<file path="src/hw/ipu_pkg.sv">
// Shared widths, instruction encodings and enums of the integer subsystem.
// Modules refer to these by scoped name.

package ipu_pkg;

  // --------------------------------------------------------------------------
  // Widths
  // --------------------------------------------------------------------------
  localparam int unsigned DataWidth    = 32;
  localparam int unsigned InstrWidth   = 32;
  localparam int unsigned NumRegs      = 32;
  localparam int unsigned RegAddrWidth = $clog2(NumRegs);
  localparam int unsigned IdWidth      = 5;

  // --------------------------------------------------------------------------
  // Major opcodes
  // --------------------------------------------------------------------------
  // Custom-0, register-register
  localparam logic [6:0] OpcIpuReg  = 7'b0001011;
  // Custom-1, register-immediate
  localparam logic [6:0] OpcIpuImm  = 7'b0101011;
  // Custom-2, moves between core and subsystem
  localparam logic [6:0] OpcIpuMove = 7'b1011011;
  // Standard OP, used for the bus bit-manipulation group
  localparam logic [6:0] OpcOp      = 7'b0110011;

  // Instruction field positions
  localparam int unsigned OpcodeLsb = 0;
  localparam int unsigned OpcodeMsb = 6;
  localparam int unsigned RdLsb     = 7;
  localparam int unsigned RdMsb     = 11;
  localparam int unsigned Funct3Lsb = 12;
  localparam int unsigned Funct3Msb = 14;
  localparam int unsigned Rs1Lsb    = 15;
  localparam int unsigned Rs1Msb    = 19;
  localparam int unsigned Rs2Lsb    = 20;
  localparam int unsigned Rs2Msb    = 24;
  localparam int unsigned Funct7Lsb = 25;
  localparam int unsigned Funct7Msb = 31;
  localparam int unsigned ImmLsb    = 20;
  localparam int unsigned ImmMsb    = 31;

  // Funct3 values, RV32I meaning
  localparam logic [2:0] F3AddSub = 3'b000;
  localparam logic [2:0] F3Sll    = 3'b001;
  localparam logic [2:0] F3Slt    = 3'b010;
  localparam logic [2:0] F3Sltu   = 3'b011;
  localparam logic [2:0] F3Xor    = 3'b100;
  localparam logic [2:0] F3SrlSra = 3'b101;
  localparam logic [2:0] F3Or     = 3'b110;
  localparam logic [2:0] F3And    = 3'b111;

  // Move direction
  localparam logic [2:0] F3ImvXW  = 3'b000;
  localparam logic [2:0] F3ImvWX  = 3'b001;

  // Funct7 groups
  localparam logic [6:0] F7Base   = 7'b0000000;
  localparam logic [6:0] F7Alt    = 7'b0100000;
  localparam logic [6:0] F7MinMax = 7'b0000101;

  // --------------------------------------------------------------------------
  // Enums
  // --------------------------------------------------------------------------
  typedef enum logic [4:0] {
    AluAdd, AluSub, AluSll, AluSrl, AluSra, AluSlt, AluSltu,
    AluAnd, AluOr, AluXor, AluAndn, AluOrn, AluXnor,
    AluMin, AluMax, AluMinu, AluMaxu
  } alu_op_e;

  typedef enum logic [1:0] {
    OpNone,
    OpBus,
    OpImm,
    OpReg
  } op_sel_e;

endpackage
</file>
<file path="src/hw/ipu_int_ss.sv">
// Top level of the integer subsystem.
// Takes offloaded requests, runs them on the local register file and answers.

`timescale 1ns/1ps

module ipu_int_ss (
  input  logic                           clk_i,
  input  logic                           rst_i,
  // Request channel
  input  logic                           acc_req_valid_i,
  output logic                           acc_req_ready_o,
  input  logic [ipu_pkg::IdWidth-1:0]    acc_req_id_i,
  input  logic [ipu_pkg::InstrWidth-1:0] acc_req_op_i,
  input  logic [ipu_pkg::DataWidth-1:0]  acc_req_arga_i,
  input  logic [ipu_pkg::DataWidth-1:0]  acc_req_argb_i,
  // Response channel
  output logic                           acc_resp_valid_o,
  input  logic                           acc_resp_ready_i,
  output logic [ipu_pkg::IdWidth-1:0]    acc_resp_id_o,
  output logic [ipu_pkg::DataWidth-1:0]  acc_resp_data_o,
  output logic                           acc_resp_error_o
);

  logic [ipu_pkg::RegAddrWidth-1:0] rs1;
  logic [ipu_pkg::RegAddrWidth-1:0] rs2;
  logic [ipu_pkg::DataWidth-1:0]    rs_a;
  logic [ipu_pkg::DataWidth-1:0]    rs_b;

  ipu_pkg::alu_op_e alu_op;
  ipu_pkg::op_sel_e op_sel_a;
  ipu_pkg::op_sel_e op_sel_b;
  logic             res_to_bus;
  logic             writes_reg;
  logic             illegal;

  logic                             rf_we;
  logic [ipu_pkg::RegAddrWidth-1:0] rf_waddr;
  logic [ipu_pkg::DataWidth-1:0]    rf_wdata;

  assign rs1 = acc_req_op_i[ipu_pkg::Rs1Msb:ipu_pkg::Rs1Lsb];
  assign rs2 = acc_req_op_i[ipu_pkg::Rs2Msb:ipu_pkg::Rs2Lsb];

  ipu_decoder i_decoder (
    .instr_i      ( acc_req_op_i ),
    .alu_op_o     ( alu_op       ),
    .op_sel_a_o   ( op_sel_a     ),
    .op_sel_b_o   ( op_sel_b     ),
    .res_to_bus_o ( res_to_bus   ),
    .writes_reg_o ( writes_reg   ),
    .illegal_o    ( illegal      )
  );

  ipu_regfile i_regfile (
    .clk_i     ( clk_i    ),
    .raddr_a_i ( rs1      ),
    .raddr_b_i ( rs2      ),
    .rdata_a_o ( rs_a     ),
    .rdata_b_o ( rs_b     ),
    .we_i      ( rf_we    ),
    .waddr_i   ( rf_waddr ),
    .wdata_i   ( rf_wdata )
  );

  ipu_execute i_execute (
    .clk_i        ( clk_i            ),
    .rst_i        ( rst_i            ),
    .req_valid_i  ( acc_req_valid_i  ),
    .req_ready_o  ( acc_req_ready_o  ),
    .req_id_i     ( acc_req_id_i     ),
    .req_instr_i  ( acc_req_op_i     ),
    .req_arga_i   ( acc_req_arga_i   ),
    .req_argb_i   ( acc_req_argb_i   ),
    .alu_op_i     ( alu_op           ),
    .op_sel_a_i   ( op_sel_a         ),
    .op_sel_b_i   ( op_sel_b         ),
    .res_to_bus_i ( res_to_bus       ),
    .writes_reg_i ( writes_reg       ),
    .illegal_i    ( illegal          ),
    .rs_a_i       ( rs_a             ),
    .rs_b_i       ( rs_b             ),
    .rf_we_o      ( rf_we            ),
    .rf_waddr_o   ( rf_waddr         ),
    .rf_wdata_o   ( rf_wdata         ),
    .resp_valid_o ( acc_resp_valid_o ),
    .resp_ready_i ( acc_resp_ready_i ),
    .resp_id_o    ( acc_resp_id_o    ),
    .resp_data_o  ( acc_resp_data_o  ),
    .resp_error_o ( acc_resp_error_o )
  );

endmodule

</file>
<file path="src/hw/ipu_execute.sv">
// Execute stage: operand muxing, ALU, register write-back and both handshakes.
// Responses are held in a one-deep register until the core takes them.

`timescale 1ns/1ps

module ipu_execute (
  input  logic                             clk_i,
  input  logic                             rst_i,
  // Request
  input  logic                             req_valid_i,
  output logic                             req_ready_o,
  input  logic [ipu_pkg::IdWidth-1:0]      req_id_i,
  input  logic [ipu_pkg::InstrWidth-1:0]   req_instr_i,
  input  logic [ipu_pkg::DataWidth-1:0]    req_arga_i,
  input  logic [ipu_pkg::DataWidth-1:0]    req_argb_i,
  // Decode
  input  ipu_pkg::alu_op_e                 alu_op_i,
  input  ipu_pkg::op_sel_e                 op_sel_a_i,
  input  ipu_pkg::op_sel_e                 op_sel_b_i,
  input  logic                             res_to_bus_i,
  input  logic                             writes_reg_i,
  input  logic                             illegal_i,
  // Register file
  input  logic [ipu_pkg::DataWidth-1:0]    rs_a_i,
  input  logic [ipu_pkg::DataWidth-1:0]    rs_b_i,
  output logic                             rf_we_o,
  output logic [ipu_pkg::RegAddrWidth-1:0] rf_waddr_o,
  output logic [ipu_pkg::DataWidth-1:0]    rf_wdata_o,
  // Response
  output logic                             resp_valid_o,
  input  logic                             resp_ready_i,
  output logic [ipu_pkg::IdWidth-1:0]      resp_id_o,
  output logic [ipu_pkg::DataWidth-1:0]    resp_data_o,
  output logic                             resp_error_o
);

  logic [ipu_pkg::DataWidth-1:0] imm;
  logic [ipu_pkg::DataWidth-1:0] opnd_a;
  logic [ipu_pkg::DataWidth-1:0] opnd_b;
  logic [ipu_pkg::DataWidth-1:0] alu_result;
  logic [4:0]                    shamt;
  logic                          accept;
  logic                          responds;
  logic                          resp_valid_q;

  function automatic logic [ipu_pkg::DataWidth-1:0] select_operand(
    input ipu_pkg::op_sel_e              sel,
    input logic [ipu_pkg::DataWidth-1:0] bus_val,
    input logic [ipu_pkg::DataWidth-1:0] imm_val,
    input logic [ipu_pkg::DataWidth-1:0] reg_val
  );
    case (sel)
      ipu_pkg::OpBus: return bus_val;
      ipu_pkg::OpImm: return imm_val;
      ipu_pkg::OpReg: return reg_val;
      default:        return '0;
    endcase
  endfunction

  // --------------------------------------------------------------------------
  // Operands
  // --------------------------------------------------------------------------
  assign imm = {{(ipu_pkg::DataWidth - 12){req_instr_i[ipu_pkg::ImmMsb]}},
                req_instr_i[ipu_pkg::ImmMsb:ipu_pkg::ImmLsb]};

  assign opnd_a = select_operand(op_sel_a_i, req_arga_i, imm, rs_a_i);
  assign opnd_b = select_operand(op_sel_b_i, req_argb_i, imm, rs_b_i);
  assign shamt  = opnd_b[4:0];

  // --------------------------------------------------------------------------
  // ALU
  // --------------------------------------------------------------------------
  always_comb begin
    case (alu_op_i)
      ipu_pkg::AluAdd:  alu_result = opnd_a + opnd_b;
      ipu_pkg::AluSub:  alu_result = opnd_a - opnd_b;
      ipu_pkg::AluSll:  alu_result = opnd_a << shamt;
      ipu_pkg::AluSrl:  alu_result = opnd_a >> shamt;
      ipu_pkg::AluSra:  alu_result = $unsigned($signed(opnd_a) >>> shamt);
      ipu_pkg::AluSlt:  alu_result = {31'd0, $signed(opnd_a) < $signed(opnd_b)};
      ipu_pkg::AluSltu: alu_result = {31'd0, opnd_a < opnd_b};
      ipu_pkg::AluAnd:  alu_result = opnd_a & opnd_b;
      ipu_pkg::AluOr:   alu_result = opnd_a | opnd_b;
      ipu_pkg::AluXor:  alu_result = opnd_a ^ opnd_b;
      ipu_pkg::AluAndn: alu_result = opnd_a & ~opnd_b;
      ipu_pkg::AluOrn:  alu_result = opnd_a | ~opnd_b;
      ipu_pkg::AluXnor: alu_result = ~(opnd_a ^ opnd_b);
      ipu_pkg::AluMin:  alu_result = ($signed(opnd_a) < $signed(opnd_b)) ? opnd_a : opnd_b;
      ipu_pkg::AluMax:  alu_result = ($signed(opnd_a) < $signed(opnd_b)) ? opnd_b : opnd_a;
      ipu_pkg::AluMinu: alu_result = (opnd_a < opnd_b) ? opnd_a : opnd_b;
      ipu_pkg::AluMaxu: alu_result = (opnd_a < opnd_b) ? opnd_b : opnd_a;
      default:          alu_result = '0;
    endcase
  end

  // --------------------------------------------------------------------------
  // Handshake and write-back
  // --------------------------------------------------------------------------
  // Register writes wait for an empty response slot to keep program order
  assign req_ready_o = ~resp_valid_q | (resp_ready_i & ~writes_reg_i);
  assign accept      = req_valid_i & req_ready_o;
  assign responds    = res_to_bus_i | illegal_i;

  assign rf_we_o    = accept & writes_reg_i;
  assign rf_waddr_o = req_instr_i[ipu_pkg::RdMsb:ipu_pkg::RdLsb];
  assign rf_wdata_o = alu_result;

  always_ff @(posedge clk_i) begin
    if (rst_i) begin
      resp_valid_q <= 1'b0;
    end else if (accept && responds) begin
      resp_valid_q <= 1'b1;
    end else if (resp_ready_i) begin
      resp_valid_q <= 1'b0;
    end
  end

  // Payload only moves when a new response is taken in
  always_ff @(posedge clk_i) begin
    if (accept && responds) begin
      resp_id_o    <= req_id_i;
      resp_data_o  <= illegal_i ? '0 : alu_result;
      resp_error_o <= illegal_i;
    end
  end

  assign resp_valid_o = resp_valid_q;

endmodule

</file>
<file path="src/hw/ipu_regfile.sv">
// Integer register file, two asynchronous read ports and one write port.
// Register 0 holds data like any other register.

`timescale 1ns/1ps

module ipu_regfile (
  input  logic                             clk_i,
  input  logic [ipu_pkg::RegAddrWidth-1:0] raddr_a_i,
  input  logic [ipu_pkg::RegAddrWidth-1:0] raddr_b_i,
  output logic [ipu_pkg::DataWidth-1:0]    rdata_a_o,
  output logic [ipu_pkg::DataWidth-1:0]    rdata_b_o,
  input  logic                             we_i,
  input  logic [ipu_pkg::RegAddrWidth-1:0] waddr_i,
  input  logic [ipu_pkg::DataWidth-1:0]    wdata_i
);

  logic [ipu_pkg::DataWidth-1:0] regs_q [ipu_pkg::NumRegs];

  always_ff @(posedge clk_i) begin
    if (we_i) begin
      regs_q[waddr_i] <= wdata_i;
    end
  end

  // Reads see the old value during a write cycle
  assign rdata_a_o = regs_q[raddr_a_i];
  assign rdata_b_o = regs_q[raddr_b_i];

endmodule

</file>
<file path="src/hw/ipu_decoder.sv">
// Combinational decoder of offloaded instruction words.
// Picks the ALU operation, operand sources and where the result goes.

`timescale 1ns/1ps

module ipu_decoder (
  input  logic [ipu_pkg::InstrWidth-1:0] instr_i,
  output ipu_pkg::alu_op_e               alu_op_o,
  output ipu_pkg::op_sel_e               op_sel_a_o,
  output ipu_pkg::op_sel_e               op_sel_b_o,
  output logic                           res_to_bus_o,
  output logic                           writes_reg_o,
  output logic                           illegal_o
);

  logic [6:0] opcode;
  logic [2:0] funct3;
  logic [6:0] funct7;
  logic       f7_base;
  logic       f7_alt;
  logic       alt_allowed;

  assign opcode = instr_i[ipu_pkg::OpcodeMsb:ipu_pkg::OpcodeLsb];
  assign funct3 = instr_i[ipu_pkg::Funct3Msb:ipu_pkg::Funct3Lsb];
  assign funct7 = instr_i[ipu_pkg::Funct7Msb:ipu_pkg::Funct7Lsb];

  assign f7_base = (funct7 == ipu_pkg::F7Base);
  assign f7_alt  = (funct7 == ipu_pkg::F7Alt);
  // Only sub and sra use the alternate funct7
  assign alt_allowed = f7_alt &&
                       (funct3 == ipu_pkg::F3AddSub || funct3 == ipu_pkg::F3SrlSra);

  always_comb begin
    alu_op_o     = ipu_pkg::AluAdd;
    op_sel_a_o   = ipu_pkg::OpNone;
    op_sel_b_o   = ipu_pkg::OpNone;
    res_to_bus_o = 1'b0;
    writes_reg_o = 1'b0;
    illegal_o    = 1'b0;

    case (opcode)
      ipu_pkg::OpcIpuReg: begin
        op_sel_a_o   = ipu_pkg::OpReg;
        op_sel_b_o   = ipu_pkg::OpReg;
        writes_reg_o = 1'b1;
        case (funct3)
          ipu_pkg::F3AddSub: alu_op_o = f7_alt ? ipu_pkg::AluSub : ipu_pkg::AluAdd;
          ipu_pkg::F3Sll:    alu_op_o = ipu_pkg::AluSll;
          ipu_pkg::F3Slt:    alu_op_o = ipu_pkg::AluSlt;
          ipu_pkg::F3Sltu:   alu_op_o = ipu_pkg::AluSltu;
          ipu_pkg::F3Xor:    alu_op_o = ipu_pkg::AluXor;
          ipu_pkg::F3SrlSra: alu_op_o = f7_alt ? ipu_pkg::AluSra : ipu_pkg::AluSrl;
          ipu_pkg::F3Or:     alu_op_o = ipu_pkg::AluOr;
          default:           alu_op_o = ipu_pkg::AluAnd;
        endcase
        illegal_o = !(f7_base || alt_allowed);
      end

      ipu_pkg::OpcIpuImm: begin
        op_sel_a_o   = ipu_pkg::OpReg;
        op_sel_b_o   = ipu_pkg::OpImm;
        writes_reg_o = 1'b1;
        case (funct3)
          ipu_pkg::F3AddSub: alu_op_o = ipu_pkg::AluAdd;
          ipu_pkg::F3Sll: begin
            alu_op_o  = ipu_pkg::AluSll;
            illegal_o = !f7_base;
          end
          ipu_pkg::F3Slt:    alu_op_o = ipu_pkg::AluSlt;
          ipu_pkg::F3Sltu:   alu_op_o = ipu_pkg::AluSltu;
          ipu_pkg::F3Xor:    alu_op_o = ipu_pkg::AluXor;
          ipu_pkg::F3SrlSra: begin
            alu_op_o  = f7_alt ? ipu_pkg::AluSra : ipu_pkg::AluSrl;
            illegal_o = !(f7_base || f7_alt);
          end
          ipu_pkg::F3Or:     alu_op_o = ipu_pkg::AluOr;
          default:           alu_op_o = ipu_pkg::AluAnd;
        endcase
      end

      // Moves pass operand a through an OR with zero
      ipu_pkg::OpcIpuMove: begin
        alu_op_o = ipu_pkg::AluOr;
        if (funct3 == ipu_pkg::F3ImvXW) begin
          op_sel_a_o   = ipu_pkg::OpReg;
          res_to_bus_o = 1'b1;
        end else if (funct3 == ipu_pkg::F3ImvWX) begin
          op_sel_a_o   = ipu_pkg::OpBus;
          writes_reg_o = 1'b1;
        end else begin
          illegal_o = 1'b1;
        end
      end

      ipu_pkg::OpcOp: begin
        op_sel_a_o   = ipu_pkg::OpBus;
        op_sel_b_o   = ipu_pkg::OpBus;
        res_to_bus_o = 1'b1;
        if (f7_alt && funct3 == ipu_pkg::F3And) alu_op_o = ipu_pkg::AluAndn;
        else if (f7_alt && funct3 == ipu_pkg::F3Or) alu_op_o = ipu_pkg::AluOrn;
        else if (f7_alt && funct3 == ipu_pkg::F3Xor) alu_op_o = ipu_pkg::AluXnor;
        else if (funct7 == ipu_pkg::F7MinMax && funct3[2]) begin
          case (funct3[1:0])
            2'b00:   alu_op_o = ipu_pkg::AluMin;
            2'b01:   alu_op_o = ipu_pkg::AluMinu;
            2'b10:   alu_op_o = ipu_pkg::AluMax;
            default: alu_op_o = ipu_pkg::AluMaxu;
          endcase
        end else begin
          illegal_o = 1'b1;
        end
      end

      default: illegal_o = 1'b1;
    endcase

    // Illegal words neither write nor take the normal result path
    if (illegal_o) begin
      res_to_bus_o = 1'b0;
      writes_reg_o = 1'b0;
    end
  end

endmodule

</file>
<file path="config.mk">
export PLATFORM = sky130hd
export DESIGN_NAME = ipu_int_ss
export DESIGN_NICKNAME = d
export VERILOG_FILES = /design/src/hw/ipu_pkg.sv /design/src/hw/ipu_int_ss.sv /design/src/hw/ipu_execute.sv /design/src/hw/ipu_regfile.sv /design/src/hw/ipu_decoder.sv
export SDC_FILE = /design/constraint.sdc
export NUM_CORES = 2
export LEC_CHECK = 0
export BUFFER_PORTS_ARGS = -buffer_cell sky130_fd_sc_hd__buf_4
export CAP_MARGIN = 25
export CORE_UTILIZATION = 64
export DETAILED_ROUTE_END_ITERATION = 12
export GPL_TIMING_DRIVEN = 0
export PLACE_DENSITY = 0.83
export SLEW_MARGIN = 30
export SYNTH_ARGS = -nofsm -noshare
export SYNTH_HDL_FRONTEND = slang
export SYNTH_SLANG_ARGS = --single-unit
</file>
<file path="constraint.sdc">
create_clock -name clk_i -period 8.43 [get_ports clk_i]
set_clock_uncertainty 0.15 [all_clocks]
set_input_delay 0.843 -clock clk_i [delete_from_list [all_inputs] [get_ports clk_i]]
set_output_delay 0.843 -clock clk_i [all_outputs]
set_load 0.005 [all_outputs]
</file>
==> metrics.cfg, run 1 <==
[outcome]
status=stopped before the end
lastStage=global routing (5_1_grt)
toolErrorMsg=[ERROR GRT-0116] Global routing finished with congestion. Check the congestion regions in the DRC Viewer.

[placement]
place.gp.congestion=1.20
port_buffers=140
hpwl_um=262000
place_ws_ns=-3.09

[synthesis]
syn_area_per_cell_um2=14.0
yosysTopAreaCellShare=0.522
synth_area_um2=61100
synth_ff_type=edfxtp_1
syn_nets=4529
ys_top_cells_by_area=edfxtp_1, mux4_2, mux2i_1
ys_ff_latch=1063
synth_cells=4353
synth_top_cell_by_area=edfxtp_1
yosysSeqAreaShare=0.522
synth_edf_count=1062
synth.distinct_cells=115
ys_async_sr_fraction=0
ys_warn_count=0

[clock_tree]
cts-root-buf=clkbuf_16
cts_htree_levels=3
clock_sinks=1063
cts_max_path_buffers=3
numCtsBuffers=104

[grt]
overflow=3864
grt_pass1_wl_um=660000
grt_max_degree=40
grt_pass1_vias=71800
grtUsageTotal=0.966

[die]
ioPinCount=145
row_count=112
start_util=0.651
die_h_um=311
die_w_um=311

-- repair_timing --
item / 4_1_cts
hold endpoints to repair: 0
gates resized for setup: 194
cloned: 8
pin swaps: 18
setup endpoints to repair: 1056
setup buffers: 17
hold buffers: 0
-- per-layer routing --
metal	GRT overflow	GRT usage
met5	59	0.750
met4	1082	0.984
met3	375	0.903
met2	1975	1.06
met1	373	0.938
-- cell families after synthesis --
family	synth area share
muxes	0.224
xor gates and xnor gates	0.00158
AOI/OAI and AO/OA	0.129
buffers and inverters	0.0332
DFF	0.522
and+or+nand+nor	0.0752
adders and majority gates	0.0151
-- cells in the mapped netlist (all sizes together), types with 26 or more instances --
master,number
nor2,277
nand3,83
a21o,35
ha,69
a31oi,51
a22o,39
edfxtp,1062
nor2b,26
nor3,122
o221ai,27
mux2i,159
a211oi,67
a21oi,231
mux4,519
nand2,256
o22ai,53
clkbuf,150
a22oi,125
a221oi,40
o211ai,32
o21ai,173
buf,184
inv,86
mux2,37
-- stage by stage --
step	area, µm²	setup TNS [ns]	std cells	hold slack, ns
floorplan	61100	0	4353	0.373
global placement	63700	-6130.29	5747	0.391
detailed placement	66800	-2501.63	5855	0.457
CTS	71200	-2.39	6072	0.171
==> inputs of run 2 (changes only) <==
Settings changed: CORE_UTILIZATION 64 to 40, PLACE_DENSITY 0.83 to not set, PLACE_DENSITY_LB_ADDON set to 0.15.
==> run 2 against run 1 <==
  * Synthesized cell count unchanged
  * The flow now finishes, with violations (max-capacitance violations, max-slew violations, negative setup slack)
  * Synthesized area did not move
==> metrics.cfg, run 2 <==
[timing]
tightest_slew_ns=1.72
tns_ns=-15.27
setup_viol=156
drv_slew=4
postLayoutSetupSlackWorst_ns=-0.326
layout_min_cycle_time_ns=8.76
grt_setup_unrepaired=no
max_slew_margin=-0.154
hold_viol=0
fmax_mhz=114
timing.final.crit_share=1.04

[die]
row_count=143  ; +28%
die_h_um=393  ; +26%
ioPinCount=145  ; unchanged
start_util=0.403  ; -0.248
dieArea_um2=154000
die_w_um=393  ; +26%
core-area_um2=152000

[power]
power-per-cell-area_nw_per_um2=168
p_total_uw=12500
cellLeakagePower_uw=0.0254
vdd_drop_max_uv=194

[cells_and_area]
area_growth_pct=21.5
fillers=13100
drive_above_1_share=0.325
regMostFlops=i_regfile.regs_q
reg_top3=i_regfile.regs_q: 1024 flops, i_execute.resp_data_o: 32 flops, i_execute.resp_id_o: 5 flops
final_area_um2=74300
largest_reg_flops=1024
final_nets=4973
final_common_cell=edfxtp_1
final_cell_mix=edfxtp_1, mux4_2, nand2_1

[synthesis]
synth.distinct_cells=115  ; unchanged
synth_top_cells_by_count=edfxtp_1, mux4_2, nor2_1
synth.most_common_cell=edfxtp_1
ys_top_cells_by_area=edfxtp_1, mux4_2, mux2i_1
yosysSeqAreaShare=0.522  ; unchanged
syn_nets=4529  ; unchanged
synth_area_um2=61100  ; unchanged
ys_async_sr_fraction=0  ; unchanged
synth_edf_count=1062  ; unchanged
synth_ff_type=edfxtp_1
synth_top_cell_by_area=edfxtp_1
yosysTopAreaCellShare=0.522  ; unchanged
ys_warn_count=0  ; unchanged
syn_area_per_cell_um2=14.0  ; unchanged
synth_cells=4353  ; unchanged
ys_ff_latch=1063  ; unchanged

[setup_path]
path_buf_inv=8
crit_type=primary input to flop
crit_top_cell=buf_4
crit_fanout=16
crit_required_ns=8.68
path_cells=buf_2 -> buf_4 -> clkbuf_4 -> buf_4 -> buf_2 -> mux4_2 -> a22oi_1 -> a21oi_1 -> nor3_4 -> nor3_4 -> ha_1 -> inv_1 -> a21oi_1 -> o31ai_1 -> a221oi_2 -> o21ai_0 -> nor3_1 -> o211ai_1 -> a211oi_2 -> buf_4 -> o221ai_1 -> a221oi_4 -> buf_12 -> nand3_4
cp.arrival_ns=9.00
path_delay_family=compound AO/OA/AOI/OAI gates
cp_slowest_cell=ha_1
start_kind=primary input
max_stage_delay_ns=0.67
cp-end-kind=flop

[placement]
dpl_cell_area_um2=68900  ; +3.1%
port_buffers=140  ; unchanged
hpwl_um=279000  ; +6.6%
place.gp.congestion=1.09  ; -8.8%

[grt]
antenna_found_initial=30
grtUsageTotal=0.473
grt_pass1_vias=49100
grt_pass1_wl_um=476000
grtUsageMet1=0.553
overflow=0
grt_max_degree=35
grt_busiest_layer=met2
gr-usage-met3=0.157
met2_usage=0.704

[clock_tree]
cts-root-buf=clkbuf_16
clock_sinks=1063  ; unchanged
clk_pin_slew_ns=0.06
cts_tree=done
cts_max_path_buffers=3  ; unchanged
ctsHoldBuffers=0  ; unchanged
insertion_delay_ns=0.81
cts_htree_levels=3  ; unchanged
numCtsBuffers=117  ; +13%

[drt]
routed_via_density=7.48
wl_um=369000
initialDrtViolationCount=8615
vias=51900
drtPass1Iterations=12
route.detailed.drc=0
ant_nets=0
wl_per_cell_um=53.2

[outcome]
status=finished with violations
violations=max-capacitance violations, max-slew violations, negative setup slack

[hold_path]
hold_class=primary input to flop

[run]
max_cap_violations=1

-- run 2: cell counts after synthesis --
No cell type changed its count.
-- run 2: per-layer routing --
| metal | wire length (µm) | share of wire | vias up |
|---|---|---|---|
| li1 | - | - | 19100 |
| met1 | 122000 | 0.33 | 26600 |
| met2 | 161000 | 0.44 | 4770 |
| met3 | 48000 | 0.13 | 1401 |
| met4 | 38300 | 0.10 | 12 |
| met5 | 115 | 0.00031 | - |
-- run 2: power breakdown --
part | total (µW) | leakage, µW | internal, µW | switching, µW
sequential | 5810 | 0.00994 | 5800 | 2.80
combinational | 1580 | 0.0137 | 532 | 1050
clock | 5100 | 0.00178 | 2760 | 2340
total | 12500 | 0.0254 | 9100 | 3390
-- run 2: cells by family (layout without fill, tap and decap cells) --
kind of cell | count (synthesis) | in the layout | synth area share
buffers and inverters | 421 | 950 | 0.0332
AND/OR/NAND/NOR | 962 | 971 | 0.0752
flip-flops | 1063 | 1063 | 0.522
XOR/XNOR | 11 | 11 | 0.00158
other | 0 | 16 | 0
multiplexers | 715 | 715 | 0.224
AO/OA/AOI/OAI | 1108 | 1108 | 0.129
adder cells (fa/ha/maj) | 73 | 73 | 0.0151
-- run 2: final cells by class --
| class | count | area, µm² | area share |
|---|---|---|---|
| diodes | 16 | 40.0 | 0.000539 |
| plain buffers | 322 | 2010 | 0.0270 |
| clock buffers | 133 | 2990 | 0.0402 |
| clock inverters | 80 | 701 | 0.00943 |
| inverters | 87 | 330 | 0.00445 |
| multi-input cells | 2878 | 28900 | 0.390 |
| flip-flops and latches | 1063 | 31900 | 0.430 |
| well taps | 2030 | 2540 | 0.0342 |
| repair buffers | 328 | 4820 | 0.0649 |
-- run 2: worst paths after layout --
path	from	to	slack, ns	cells past startpoint
worst max-delay path	acc_req_op_i[17]	i_regfile.regs_q[30][23]$_DFFE_PP_	-0.33	24
worst max register to register	i_regfile.regs_q[23][1]$_DFFE_PP_	i_regfile.regs_q[23][14]$_DFFE_PP_	0.25	22
worst min register to register	i_execute.resp_valid_o$_SDFFE_PP0P_	i_execute.resp_valid_o$_SDFFE_PP0P_	0.43	2
worst min-delay path	rst_i	i_execute.resp_valid_o$_SDFFE_PP0P_	0.04	2
-- run 2: metrics by stage --
stage	setup WS [ns]	util	hold slack (ns)	std cells
6_report	-0.326	0.490	0.0440	6937
5_1_grt	0.00215	0.489	0.0495	6922
4_1_cts	0.00182	0.484	0.0261	6904
3_5_place_dp	-3.39	0.454	0.420	6679
3_3_place_gp	-5.97	0.427	0.399	6523
2_1_floorplan	0.807	-	0.373	4353
-- run 2: repair_timing --
| item | 4_1_cts | 5_1_grt |
|---|---|---|
| pin swaps | 11 | 21 |
| hold endpoints to repair | 0 | 0 |
| gates resized for setup | 193 | 99 |
| setup buffers | 14 | 16 |
| endpoints found under the setup margin | 1056 | 964 |
| cloned | 4 | 5 |
No activity file was read; power rests on OpenSTA's default activity.
